## config.mk

```make
export PLATFORM = sky130hd
export DESIGN_NAME = mhq
export DESIGN_NICKNAME = d
export VERILOG_FILES = /design/src/common/mhq_pkg.sv /design/src/mhq/mhq_lu.sv /design/src/mhq/mhq_ex.sv /design/src/mhq/mhq_fill.sv /design/src/mhq/mhq.sv
export SDC_FILE = /design/constraint.sdc
export NUM_CORES = 2
export LEC_CHECK = 0
export BUFFER_PORTS_ARGS = -buffer_cell sky130_fd_sc_hd__buf_4
export CAP_MARGIN = 20
export CORE_ASPECT_RATIO = 0.5
export CORE_MARGIN = 4
export CORE_UTILIZATION = 44
export DETAILED_ROUTE_END_ITERATION = 8
export GPL_TIMING_DRIVEN = 0
export MAX_ROUTING_LAYER = met4
export SYNTH_ARGS = -nofsm -noshare
export SYNTH_HDL_FRONTEND = slang
export SYNTH_SLANG_ARGS = --single-unit
```

## constraint.sdc

```tcl
create_clock -name clk -period 10.8 [get_ports clk]
set_clock_uncertainty 0.15 [all_clocks]
set_input_delay 0.54 -clock clk [delete_from_list [all_inputs] [get_ports clk]]
set_output_delay 0.54 -clock clk [all_outputs]
set_load 0.005 [all_outputs]
```

## src/common/mhq_pkg.sv

```systemverilog
// Shared widths, LSU function codes and structs for the miss handling queue
// Lines are 16 bytes of 32-bit words, queue depth is limited to 8 by the tag field
package mhq_pkg;

    localparam int ADDR_WIDTH      = 32;
    localparam int DATA_WIDTH      = 32;
    localparam int LINE_WORDS      = 4;
    localparam int OFFSET_WIDTH    = 4;
    localparam int WORD_BYTES      = DATA_WIDTH / 8;
    localparam int LINE_BYTES      = LINE_WORDS * WORD_BYTES;
    localparam int BYTE_OFF_WIDTH  = $clog2(WORD_BYTES);
    localparam int WORD_IDX_WIDTH  = OFFSET_WIDTH - BYTE_OFF_WIDTH;
    localparam int LINE_ADDR_WIDTH = ADDR_WIDTH - OFFSET_WIDTH;

    // Tag field wide enough for 8 entries, stages use the low bits
    localparam int MAX_TAG_WIDTH   = 3;

    typedef enum logic [2:0] {
        LB,
        LH,
        LW,
        SB,
        SH,
        SW,
        FILL
    } lsu_func_t;

    typedef logic [LINE_ADDR_WIDTH-1:0]   line_addr_t;
    typedef logic [LINE_BYTES*8-1:0]      line_t;
    typedef logic [LINE_BYTES-1:0]        line_byte_sel_t;
    typedef logic [WORD_BYTES-1:0]        byte_sel_t;
    typedef logic [MAX_TAG_WIDTH-1:0]     tag_t;

    typedef struct packed {
        logic           valid;
        logic           locked;
        logic           dirty;
        line_addr_t     addr;
        line_t          data;
        line_byte_sel_t byte_updated;
    } mhq_entry_t;

    typedef struct packed {
        logic                  valid;
        logic                  dc_hit;
        logic [ADDR_WIDTH-1:0] addr;
        lsu_func_t             func;
        logic [DATA_WIDTH-1:0] data;
        logic                  we;
    } lookup_req_t;

    // Line address is carried so execute can fill in a new entry
    typedef struct packed {
        logic                    en;
        logic                    we;
        line_addr_t              addr;
        logic [OFFSET_WIDTH-1:0] offset;
        logic [DATA_WIDTH-1:0]   wr_data;
        byte_sel_t               byte_sel;
        logic                    match;
        tag_t                    tag;
    } lu_ex_t;

    typedef struct packed {
        logic       en;
        line_addr_t addr;
        tag_t       tag;
    } bypass_t;

    typedef struct packed {
        logic       valid;
        line_addr_t addr;
        line_t      line;
        logic       dirty;
    } fill_rsp_t;

endpackage

```

## src/mhq/mhq_lu.sv

```systemverilog
// Lookup stage, matches a miss against the queue and registers the request for execute
// Store data is shifted to its byte lane here, requests that cannot join or allocate retry
`timescale 1ns/10ps

module mhq_lu #(
    parameter  int DEPTH     = 4,
    localparam int TAG_WIDTH = $clog2(DEPTH)
) (
    input  logic                                clk,
    input  logic                                n_rst,

    input  mhq_pkg::mhq_entry_t [DEPTH-1:0]     i_entries,
    input  logic [TAG_WIDTH-1:0]                i_tail,
    input  logic                                i_full,
    input  mhq_pkg::bypass_t                    i_bypass,

    input  mhq_pkg::lookup_req_t                i_lookup,

    output mhq_pkg::lu_ex_t                     o_lu,
    output logic                                o_retry
);

    logic                                   need;
    logic                                   accept;
    mhq_pkg::line_addr_t                    line_addr;
    logic [mhq_pkg::BYTE_OFF_WIDTH-1:0]     byte_off;
    logic [DEPTH-1:0]                       match_vec;
    logic [DEPTH-1:0]                       locked_vec;
    logic                                   entry_match;
    logic                                   locked_hit;
    logic                                   bypass_hit;
    logic [TAG_WIDTH-1:0]                   match_tag;
    logic [TAG_WIDTH-1:0]                   sel_tag;
    mhq_pkg::byte_sel_t                     width_sel;
    mhq_pkg::lu_ex_t                        lu_next;

    assign line_addr = i_lookup.addr[mhq_pkg::ADDR_WIDTH-1:mhq_pkg::OFFSET_WIDTH];
    assign byte_off  = i_lookup.addr[mhq_pkg::BYTE_OFF_WIDTH-1:0];

    // Only cache misses that are not refills concern the queue
    assign need = i_lookup.valid && !i_lookup.dc_hit && (i_lookup.func != mhq_pkg::FILL);

    // Compare against every valid entry
    always_comb begin
        for (int i = 0; i < DEPTH; i++) begin
            match_vec[i]  = i_entries[i].valid && (i_entries[i].addr == line_addr);
            locked_vec[i] = i_entries[i].locked;
        end
    end

    assign entry_match = |match_vec;
    assign locked_hit  = |(match_vec & locked_vec);
    assign bypass_hit  = i_bypass.en && (i_bypass.addr == line_addr);

    // At most one entry holds a given line, so any set bit gives the tag
    always_comb begin
        match_tag = '0;
        for (int i = 0; i < DEPTH; i++) begin
            if (match_vec[i]) begin
                match_tag = TAG_WIDTH'(i);
            end
        end
    end

    // Bypass first since the entry array does not show this cycle's write yet
    always_comb begin
        if (bypass_hit) begin
            sel_tag = i_bypass.tag[TAG_WIDTH-1:0];
        end else if (entry_match) begin
            sel_tag = match_tag;
        end else begin
            sel_tag = i_tail;
        end
    end

    // A full queue still takes requests that join an existing line
    assign accept = need && !locked_hit && (!i_full || entry_match || bypass_hit);

    always_comb begin
        case (i_lookup.func)
            mhq_pkg::SB: width_sel = mhq_pkg::byte_sel_t'(4'b0001);
            mhq_pkg::SH: width_sel = mhq_pkg::byte_sel_t'(4'b0011);
            mhq_pkg::SW: width_sel = mhq_pkg::byte_sel_t'(4'b1111);
            default:     width_sel = '0;
        endcase
    end

    always_comb begin
        lu_next          = '0;
        lu_next.en       = accept;
        lu_next.we       = i_lookup.we;
        lu_next.addr     = line_addr;
        lu_next.offset   = i_lookup.addr[mhq_pkg::OFFSET_WIDTH-1:0];
        lu_next.wr_data  = i_lookup.data << (8 * byte_off);
        lu_next.byte_sel = width_sel << byte_off;
        lu_next.match    = entry_match || bypass_hit;
        lu_next.tag      = mhq_pkg::tag_t'(sel_tag);
    end

    // Registered request for execute
    always_ff @(posedge clk) begin
        o_lu <= lu_next;
        if (!n_rst) begin
            o_lu.en <= 1'b0;
        end
    end

    always_ff @(posedge clk) begin
        if (!n_rst) begin
            o_retry <= 1'b0;
        end else begin
            o_retry <= need && !accept;
        end
    end

endmodule

```

## src/mhq/mhq_ex.sv

```systemverilog
// Execute stage, owns the entry array, allocates at tail and merges store bytes
// Depth must be a power of two, tail and full already include this cycle's allocation
`timescale 1ns/10ps

module mhq_ex #(
    parameter  int DEPTH     = 4,
    localparam int TAG_WIDTH = $clog2(DEPTH)
) (
    input  logic                                clk,
    input  logic                                n_rst,

    input  mhq_pkg::lu_ex_t                     i_lu,
    input  logic                                i_lock,
    input  logic                                i_free,

    output mhq_pkg::mhq_entry_t [DEPTH-1:0]     o_entries,
    output logic [TAG_WIDTH-1:0]                o_tail,
    output logic [TAG_WIDTH-1:0]                o_head,
    output logic                                o_full,
    output mhq_pkg::bypass_t                    o_bypass
);

    typedef logic [TAG_WIDTH:0] count_t;

    mhq_pkg::mhq_entry_t [DEPTH-1:0]        entries_q;
    mhq_pkg::mhq_entry_t                    upd;
    logic [TAG_WIDTH-1:0]                   head_q;
    logic [TAG_WIDTH-1:0]                   tail_q;
    count_t                                 count_q;
    count_t                                 count_next;
    logic [TAG_WIDTH-1:0]                   lu_tag;
    logic [mhq_pkg::WORD_IDX_WIDTH-1:0]     word;
    logic                                   alloc;

    assign lu_tag = i_lu.tag[TAG_WIDTH-1:0];
    assign word   = i_lu.offset[mhq_pkg::OFFSET_WIDTH-1:mhq_pkg::BYTE_OFF_WIDTH];
    assign alloc  = i_lu.en && !i_lu.match;

    // New state of the entry the request targets
    always_comb begin
        int idx;

        idx = 0;
        upd = entries_q[lu_tag];
        if (alloc) begin
            upd.valid        = 1'b1;
            upd.locked       = 1'b0;
            upd.dirty        = 1'b0;
            upd.addr         = i_lu.addr;
            upd.byte_updated = '0;
        end

        // Store bytes land in their word, loads only allocate or join
        if (i_lu.we) begin
            for (int b = 0; b < mhq_pkg::WORD_BYTES; b++) begin
                idx = int'(word) * mhq_pkg::WORD_BYTES + b;
                if (i_lu.byte_sel[b]) begin
                    upd.data[idx*8 +: 8]   = i_lu.wr_data[b*8 +: 8];
                    upd.byte_updated[idx]  = 1'b1;
                end
            end
            upd.dirty = 1'b1;
        end
    end

    // Lock and free act on the head after the merge so their fields win
    always_ff @(posedge clk) begin
        if (i_lu.en) begin
            entries_q[lu_tag] <= upd;
        end
        if (i_lock) begin
            entries_q[head_q].locked <= 1'b1;
        end
        if (i_free) begin
            entries_q[head_q].valid  <= 1'b0;
            entries_q[head_q].locked <= 1'b0;
        end
        if (!n_rst) begin
            for (int i = 0; i < DEPTH; i++) begin
                entries_q[i].valid  <= 1'b0;
                entries_q[i].locked <= 1'b0;
            end
        end
    end

    assign count_next = count_q + count_t'(alloc) - count_t'(i_free);

    always_ff @(posedge clk) begin
        if (!n_rst) begin
            head_q  <= '0;
            tail_q  <= '0;
            count_q <= '0;
        end else begin
            if (alloc) begin
                tail_q <= tail_q + TAG_WIDTH'(1);
            end
            if (i_free) begin
                head_q <= head_q + TAG_WIDTH'(1);
            end
            count_q <= count_next;
        end
    end

    assign o_entries = entries_q;
    assign o_head    = head_q;

    // Lookup sees where the next allocation goes after this cycle
    assign o_tail = alloc ? tail_q + TAG_WIDTH'(1) : tail_q;
    assign o_full = (count_next == count_t'(DEPTH));

    assign o_bypass.en   = i_lu.en;
    assign o_bypass.addr = i_lu.addr;
    assign o_bypass.tag  = i_lu.tag;

endmodule

```

## src/mhq/mhq_fill.sv

```systemverilog
// Fill stage, reads the head entry's line over AXI4-Lite one word at a time
// Reads are issued one at a time, an error response still supplies its data
`timescale 1ns/10ps

module mhq_fill (
    input  logic                                clk,
    input  logic                                n_rst,

    input  mhq_pkg::mhq_entry_t                 i_head_entry,
    output logic                                o_lock,
    output logic                                o_free,

    // AXI4-Lite read channels
    output logic [mhq_pkg::ADDR_WIDTH-1:0]      o_araddr,
    output logic                                o_arvalid,
    input  logic                                i_arready,
    input  logic [mhq_pkg::DATA_WIDTH-1:0]      i_rdata,
    input  logic [1:0]                          i_rresp,
    input  logic                                i_rvalid,
    output logic                                o_rready,

    output mhq_pkg::fill_rsp_t                  o_fill
);

    typedef enum logic [1:0] {
        IDLE,
        ADDR,
        DATA,
        RESP
    } state_t;

    state_t                                 state_q;
    state_t                                 state_next;
    logic [mhq_pkg::WORD_IDX_WIDTH-1:0]     word_q;
    logic                                   beat;
    logic                                   last;
    mhq_pkg::line_t                         line_q;
    mhq_pkg::line_t                         mem_line;
    mhq_pkg::line_t                         merged;
    mhq_pkg::line_addr_t                    fill_addr_q;
    mhq_pkg::line_t                         fill_line_q;
    logic                                   fill_dirty_q;

    assign beat = (state_q == DATA) && i_rvalid;
    assign last = (word_q == mhq_pkg::WORD_IDX_WIDTH'(mhq_pkg::LINE_WORDS - 1));

    assign o_lock    = (state_q == IDLE) && i_head_entry.valid && !i_head_entry.locked;
    assign o_free    = beat && last;
    assign o_arvalid = (state_q == ADDR);
    assign o_rready  = (state_q == DATA);

    // Head is locked while reading, so its address holds steady
    assign o_araddr = {i_head_entry.addr, word_q, {mhq_pkg::BYTE_OFF_WIDTH{1'b0}}};

    always_comb begin
        state_next = state_q;
        case (state_q)
            IDLE: if (o_lock)    state_next = ADDR;
            ADDR: if (i_arready) state_next = DATA;
            DATA: if (i_rvalid)  state_next = last ? RESP : ADDR;
            RESP: state_next = IDLE;
            default: state_next = IDLE;
        endcase
    end

    always_ff @(posedge clk) begin
        if (!n_rst) begin
            state_q <= IDLE;
            word_q  <= '0;
        end else begin
            state_q <= state_next;
            if (o_lock) begin
                word_q <= '0;
            end else if (beat) begin
                word_q <= word_q + mhq_pkg::WORD_IDX_WIDTH'(1);
            end
        end
    end

    // Memory line with the current beat dropped into its word
    always_comb begin
        mem_line = line_q;
        mem_line[int'(word_q)*mhq_pkg::DATA_WIDTH +: mhq_pkg::DATA_WIDTH] = i_rdata;
    end

    // Bytes written by stores override memory
    always_comb begin
        for (int b = 0; b < mhq_pkg::LINE_BYTES; b++) begin
            if (i_head_entry.byte_updated[b]) begin
                merged[b*8 +: 8] = i_head_entry.data[b*8 +: 8];
            end else begin
                merged[b*8 +: 8] = mem_line[b*8 +: 8];
            end
        end
    end

    always_ff @(posedge clk) begin
        if (beat) begin
            line_q <= mem_line;
        end
        if (o_free) begin
            fill_addr_q  <= i_head_entry.addr;
            fill_line_q  <= merged;
            fill_dirty_q <= i_head_entry.dirty;
        end
    end

    // A bad response still completes the fill with the bytes as received
    assign o_fill.valid = (state_q == RESP);
    assign o_fill.addr  = fill_addr_q;
    assign o_fill.line  = fill_line_q;
    assign o_fill.dirty = fill_dirty_q;

endmodule

```

## src/mhq/mhq.sv

```systemverilog
// Miss handling queue top, lookup, execute and fill stages with an AXI4-Lite read port
// DEPTH of 2, 4 or 8 entries, lookup and fill ports carry no handshake
`timescale 1ns/10ps

module mhq #(
    parameter int DEPTH = 4
) (
    input  logic                                clk,
    input  logic                                n_rst,

    input  mhq_pkg::lookup_req_t                i_lookup,
    output logic                                o_retry,

    output logic [mhq_pkg::ADDR_WIDTH-1:0]      o_araddr,
    output logic                                o_arvalid,
    input  logic                                i_arready,
    input  logic [mhq_pkg::DATA_WIDTH-1:0]      i_rdata,
    input  logic [1:0]                          i_rresp,
    input  logic                                i_rvalid,
    output logic                                o_rready,

    output mhq_pkg::fill_rsp_t                  o_fill
);

    localparam int TAG_WIDTH = $clog2(DEPTH);

    mhq_pkg::mhq_entry_t [DEPTH-1:0]    entries;
    logic [TAG_WIDTH-1:0]               tail;
    logic [TAG_WIDTH-1:0]               head;
    logic                               full;
    mhq_pkg::bypass_t                   bypass;
    mhq_pkg::lu_ex_t                    lu;
    logic                               lock;
    logic                               free;

    mhq_lu #(.DEPTH(DEPTH)) u_lu (
        .clk       (clk),
        .n_rst     (n_rst),
        .i_entries (entries),
        .i_tail    (tail),
        .i_full    (full),
        .i_bypass  (bypass),
        .i_lookup  (i_lookup),
        .o_lu      (lu),
        .o_retry   (o_retry)
    );

    mhq_ex #(.DEPTH(DEPTH)) u_ex (
        .clk       (clk),
        .n_rst     (n_rst),
        .i_lu      (lu),
        .i_lock    (lock),
        .i_free    (free),
        .o_entries (entries),
        .o_tail    (tail),
        .o_head    (head),
        .o_full    (full),
        .o_bypass  (bypass)
    );

    mhq_fill u_fill (
        .clk          (clk),
        .n_rst        (n_rst),
        .i_head_entry (entries[head]),
        .o_lock       (lock),
        .o_free       (free),
        .o_araddr     (o_araddr),
        .o_arvalid    (o_arvalid),
        .i_arready    (i_arready),
        .i_rdata      (i_rdata),
        .i_rresp      (i_rresp),
        .i_rvalid     (i_rvalid),
        .o_rready     (o_rready),
        .o_fill       (o_fill)
    );

endmodule

```

Yosys cells after proc, flatten, opt, wreduce, memory -nomap -nowiden
Cells that the tools add are included.
Word-level totals
  flip-flop bits (word level): 1070
  bits of input ports: 108
  output and inout port bits: 193
  word-level logic and storage cells: 205
Operators by class
  add/subtract/negate cells: 13
  $lt $le $gt $ge: 12
  equal/unequal tests: 17
  shift operators: 12
  muxes and demuxes: 68
  bitwise gates (word level): 6
  reduce and logical (&&, ||, !) cells: 35
Operators with widths (number)
  700-bit bitwise mux: 4
  700-bit two-way mux: 3
  144-bit two-way mux: 8
  175-bit demux with 2-bit select: 3
  175-bit binary-select mux with 2-bit select: 2
  175-bit two-way mux: 4
  128-bit bitwise mux: 5
  8-bit by 33-bit variable shift with 128-bit output, first input constant: 4
  8-bit by 33-bit indexed part select with 128-bit output: 4
  174-bit two-way mux: 1
  28-bit == test: 5
  8-bit two-way mux: 16
  32-bit by 33-bit variable shift with 128-bit output, first input constant: 1
  32-bit by 33-bit indexed part select with 128-bit output: 1
  32-bit negator with 33-bit output: 3
  32-bit by 1-bit greater-or-equal comparator with 1-bit output, second input constant: 3
  32-bit by 6-bit less-than comparator with 1-bit output, second input constant: 3
  7-bit negator with 33-bit output: 2
  16-bit bitwise OR: 3
  32-bit by 5-bit << shifter with 32-bit output: 1
  31-bit two-way mux: 1
  1-bit logical AND: 21
  16-bit two-way mux: 1
  2-bit two-way mux: 8
  31 further kinds: 56

Longest topological paths before layout
  depth in word-level cells: 23
  depth in mapped cells: 11
  gate-level depth less buffers: 10

Hierarchy
A second synthesis with hierarchy kept.
Second synthesis, totals
  cells, all modules: 2948
  area total of the unflattened synthesis: 49586.3 um2
Modules (own cells, without submodules)
  mhq_ex: instances 1, cells each 1450, area each 28252.1 um2, seq. area each 21080.2 um2
  mhq_fill: instances 1, cells each 819, area each 12726.0 um2, seq. area each 8638.3 um2
  mhq_lu: instances 1, cells each 465, area each 4354.2 um2, seq. area each 1481.4 um2
  mhq: instances 1, cells each 214, area each 4254.1 um2, seq. area each 0.0 um2

Worst setup path before layout
OpenSTA, ideal clock, no wires.
  path kind: register -> register
  start point: register u_lu.o_lu[0] in the netlist's numbering
  end point: register u_ex.entries_q, in the netlist u_ex.o_entries[348]
  library setup time: 131 ps
  arrival: 8965 ps
  required time: 10519 ps
  setup slack: 1554 ps
  stages on the path, launching flop included: 8
  path buffers: 3
  clock period less this slack: 9246 ps
  cells stage by stage: edfxtp_1 > buf_2 > buf_2 > buf_2 > nand2_1 > nor2_1 > mux2i_1 > a21oi_1
Between the ends
  word-level cells in the longest chain between the ends: 11
  elaborated cells between the ends (all ways): 15
  those cells by class: order compare: 2; mux: 12; reduce/logical: 1
RTL lines
  from (decl): RTL line mhq_lu.sv:19  | output mhq_pkg::lu_ex_t o_lu,
  from (signal assigned): RTL line mhq_lu.sv:102  | o_lu <= lu_next;
  2-bit by 3-bit less-than comparator with 1-bit output (not written as such) / 2-bit by 1-bit greater-or-equal comparator with 1-bit output (equally long branches): RTL line mhq_ex.sv:69  | entries_q[lu_tag] <= upd;
  1-bit logical AND (not written as such): RTL line mhq_ex.sv:69
  175-bit two-way mux (not written as such): RTL line mhq_ex.sv:69
  175-bit demux with 2-bit select
  700-bit bitwise mux (*): RTL line mhq_ex.sv:69
  700-bit two-way mux (*): RTL line mhq_ex.sv:68  | if (i_lu.en) begin
  700-bit bitwise mux: RTL line mhq_ex.sv:72  | entries_q[head_q].locked <= 1'b1;
  700-bit two-way mux (*): RTL line mhq_ex.sv:71  | if (i_lock) begin
  700-bit bitwise mux: RTL line mhq_ex.sv:75  | entries_q[head_q].valid <= 1'b0;
  700-bit bitwise mux: RTL line mhq_ex.sv:76  | entries_q[head_q].locked <= 1'b0;
  700-bit two-way mux (*): RTL line mhq_ex.sv:74  | if (i_free) begin
  to (signal, indexed assignment): RTL line mhq_ex.sv:69
  to (decl): RTL line mhq_ex.sv:25  | mhq_pkg::mhq_entry_t [DEPTH-1:0] entries_q;
Every way passes the cells marked *; elsewhere a longest branch is shown, timed or not. The select of a mux whose other input is x is not followed.
A chain may end at the register's enable or synchronous reset.

==> impl_summary.md <==
Status
The flow ran to the end, and the final reports show no timing, DRC or antenna violations.

Global routing
The first global-routing pass estimated 226,000 µm of wire. Entering global routing, the biggest net connects 77 pins. The number of global-route vias before repair is approximately 30k. The initial antenna violation count was 8. The global-route usage over all layers is between 20 and 30%. The remaining global-route overflow is 0.

Layout
Of the cells placed in the final design, the portion with a size suffix greater than 1 is roughly 30%. The number of filler instances in the final layout is around 8.8k. The post-route core utilization is a little over half. The area used by multi-input combinational logic is approximately 16,000 µm². Leaving out fill and tap cells, the most frequent cell in the layout is edfxtp_1. The synthesis-to-layout area growth is 19.0%.

The number of nets in the final layout is ~3.7k. Across the whole layout, storage elements account for roughly 31,000 µm². In the layout the commonest cells are edfxtp_1 (979), nand2_1 (467), mux4_2 (348).

Die
From left edge to right edge, the die measures 477 µm. The total die area is between 100,000 and 150,000 µm². Pin placement for this block handled 301 I/O pins. The initialized floorplan defines 85 standard-cell rows. The initial standard-cell utilization of the core is 44.7%.

The total core area is between 100,000 and 150,000 µm². Measured along the y axis, the die boundary spans around 240 µm.

Routing
The mean number of vias per cell is 6.06. The routed layout has 30.6k vias. The first detailed-routing pass took 5 iterations. After detailed routing, the number of remaining DRC violations is 0. The number of DRC markers after the initial detailed-route iteration is between 4k and 5k. In the final routed layout, each cell accounts on average for between 30 and 40 µm.

After detailed routing, the total wire length is ~160,000 µm. In this run the remaining antenna-violating nets after routing total 0.

Logic synthesis
The synthesized design contains between 900 and 1k enable-type register cells. In the synthesized netlist the async set-or-reset flop fraction comes to 0%. The arithmetic-cell share of the synthesized area counting full adders, half adders and majority gates is less than 1%. The compound-cell area share of the yosys netlist is between 3 and 4%. The post-synthesis sequential area ratio is 64.3%. The number of warnings reported in the yosys synthesis log is 0. After synthesis, the share of cell area in mux cells is roughly a fifth. The most used flip-flop cell after synthesis is edfxtp_1. The cell count after synthesis came out at approximately 3.0k. The fraction of the mapped netlist area in simple logic gates is 5.48%. Of the total synthesized cell area, the portion taken by XOR and XNOR cells is roughly 2.8%. The synthesized area divided by synthesized cell count is 16.1 µm². The main combinational cell family by area after synthesis is multiplexers. Summing every instance area after synthesis gives ~48,000 µm². The number of distinct library cells after synthesis is 60. The synthesis-stage register bit count is around 1.1k.

Placement
Detailed placement ended at an HPWL of about 110,000 µm. Buffers placed on the I/O ports in this run total roughly 300. The final weighted congestion of routability-driven global placement is roughly 0.9.

Clock tree
The number of buffers added to fix hold violations after cts is 57. The clock drives ~1.1k sinks. The register clock-pin slew on the reported worst setup and hold paths is 0.07 ns.

The post-cts repair resize count is 0. The clock reaches the later pin of the worst-skew pair after approximately 0.72 ns. The number of post-CTS setup repair buffers is 0. The number of clock buffers inserted by TritonCTS is slightly below 100. The number of buffers on the longest clock path is 3. The master cell of the clock root buffer is clkbuf_16.

The deepest level of the CTS H-tree is 3. The TritonCTS clock tree is done.

Power and ir drop
The sequential group share of total power is between 50% and 60%. The fraction of power consumed by combinational cells is between 7 and 8%. The worst supply voltage drop on vdd is 0.122 mV. The total power per unit cell area is between 150 and 200 nW/µm². The fraction of power spent switching nets is about 23%.

The total internal power is approximately 7000 µW. The proportion of power drawn by the clock network is around 42%. The analysis attributes to net switching a power of around 2100 µW.

The leakage dissipation is ~0.020 µW. Power comes to roughly 9200 µW.

Timing
The maximum clock frequency is between 200 and 250 MHz. The fraction of the cycle the final worst path needs is between 40% and 50%. The worst pin sits at a relative slew slack of between 10% and 20%. Setup repair after global routing left no endpoint under its margin. The final max-slew violation count was 0. Setup violations remaining at the end of the flow were counted as 0. At the pin with the least slew margin, the transition time is roughly 1.2 ns. The number of hold violations in the final report is 0. The minimum period implied by the final worst setup slack is roughly 4.4 ns.

Setup path
STA classifies the critical path startpoint as a flip-flop. Along the worst path, the maximum fanout reaches 10. The worst setup path is captured at a primary output. STA puts the critical path data arrival time at 3.75 ns. The critical path class is reg -> out. The data required time at the worst endpoint is a little over 10 ns.

Run
The number of violations of the max-capacitance limit is 0.

Worst hold path
The tightest min-delay check is of the in -> reg type.
[area by class of cell]
cell class	count	area share, %
diodes	4	0.0174
plain buffers	225	2.10
clock buffers	127	4.80
clock inverters	59	1.22
inverters	141	0.926
multi-input cells	1587	27.1
flip-flops and latches	1068	54.0
well taps	1435	3.11
repair buffers	410	6.73
[path summary, 6_finish.rpt]
path / start / end / slack, ns / cells past startpoint
max: u_ex.o_head[1] / o_araddr[26] / 6.36 / 7
min: i_lookup[22] / u_lu.o_lu[37] / 0.03 / 3
min reg2reg: u_ex.count_q[1] / u_ex.count_q[2] / 0.41 / 2
max reg2reg: u_fill.word_q[0] / u_lu.o_retry / 6.63 / 11
[power by group through the flow]
stage / Clock, µW / Combinational, µW / Sequential, µW
final: 3800 / 704 / 4670
after global routing: 4030 / 743 / 4670
after CTS: 3850 / 695 / 4660
after detailed placement: 0 / 674 / 4750
after global placement: 0 / 645 / 4770
after floorplan: 0 / 411 / 4730
[critical path, cell delays in order, from the launching register on]
cell      delay [ns]
dfxtp_1         0.37
buf_2           0.24
clkbuf_1        0.69
buf_2           0.53
buf_2           0.45
mux4_2          0.46
buf_4           0.17
buf_4           0.12
[sequential cells by signal, indices dropped and copies added, names as in the netlist]
register	cells
u_ex.tail_q	2
u_fill.fill_addr_q	28
u_fill.line_q	128
u_fill.state_q	2
u_ex.count_q	3
u_lu.o_lu	71
u_fill.fill_line_q	128
u_fill.fill_dirty_q	1
u_fill.word_q	2
u_ex.o_head	2
u_ex.o_entries	700
u_lu.o_retry	1
[cell usage after synthesis, drive strengths merged, types with 3 or more instances]
cell,count,area (µm²)
and2,18,116
nor3,3,15.0
edfxtp,979,29400
mux4,348,7840
dfxtp,89,1780
o22ai,6,37.5
mux2,128,1440
nor4b,4,86.3
a211oi,12,90.1
nand3,16,80.1
o21ai,227,1140
nor2b,15,93.8
xor2,27,236
inv,141,529
xnor2,120,1140
nand4,28,188
a21o,3,22.5
nor2,30,115
nand2,468,1760
clkbuf,84,315
nor4,14,100
nand2b,3,18.8
mux2i,20,200
a21oi,19,95.1
buf,141,877
ha,18,225
a22o,36,315
[metrics by stage]
stage / cell area [µm²] / setup TNS [ns] / setup WS [ns] / std cells / hold WS (ns)
after floorplan: 48500 / 0 / 1.55 / 3021 / 0.343
after global placement: 52500 / -2961.65 / -6.30 / 4751 / 0.373
after detailed placement: 53600 / 0 / 6.58 / 4807 / 0.384
after CTS: 57700 / 0 / 6.35 / 5050 / 0.000630
after global routing: 57700 / 0 / 6.24 / 5055 / 0.0216
final: 57700 / 0 / 6.36 / 5056 / 0.0328
[kinds of logic (layout without fill, tap and decap cells)]
logic type / Yosys count / in the layout
AO/OA/AOI/OAI: 315 / 315
XOR/XNOR: 147 / 147
adder cells (fa/ha/maj): 19 / 19
buffers and inverters: 366 / 962
flip-flops: 1068 / 1068
multiplexers: 496 / 496
other: 1 / 6
AND/OR/NAND/NOR: 608 / 608
[per-layer routing]
metal	track usage [%]	wire, µm	part of all wire (%)
met3	7.66	19700	12
met2	42.1	73400	45
met4	8.36	5390	3.3
met5	-	0	0
met1	38.9	63800	39
No activity file was read; power rests on OpenSTA's default activity.
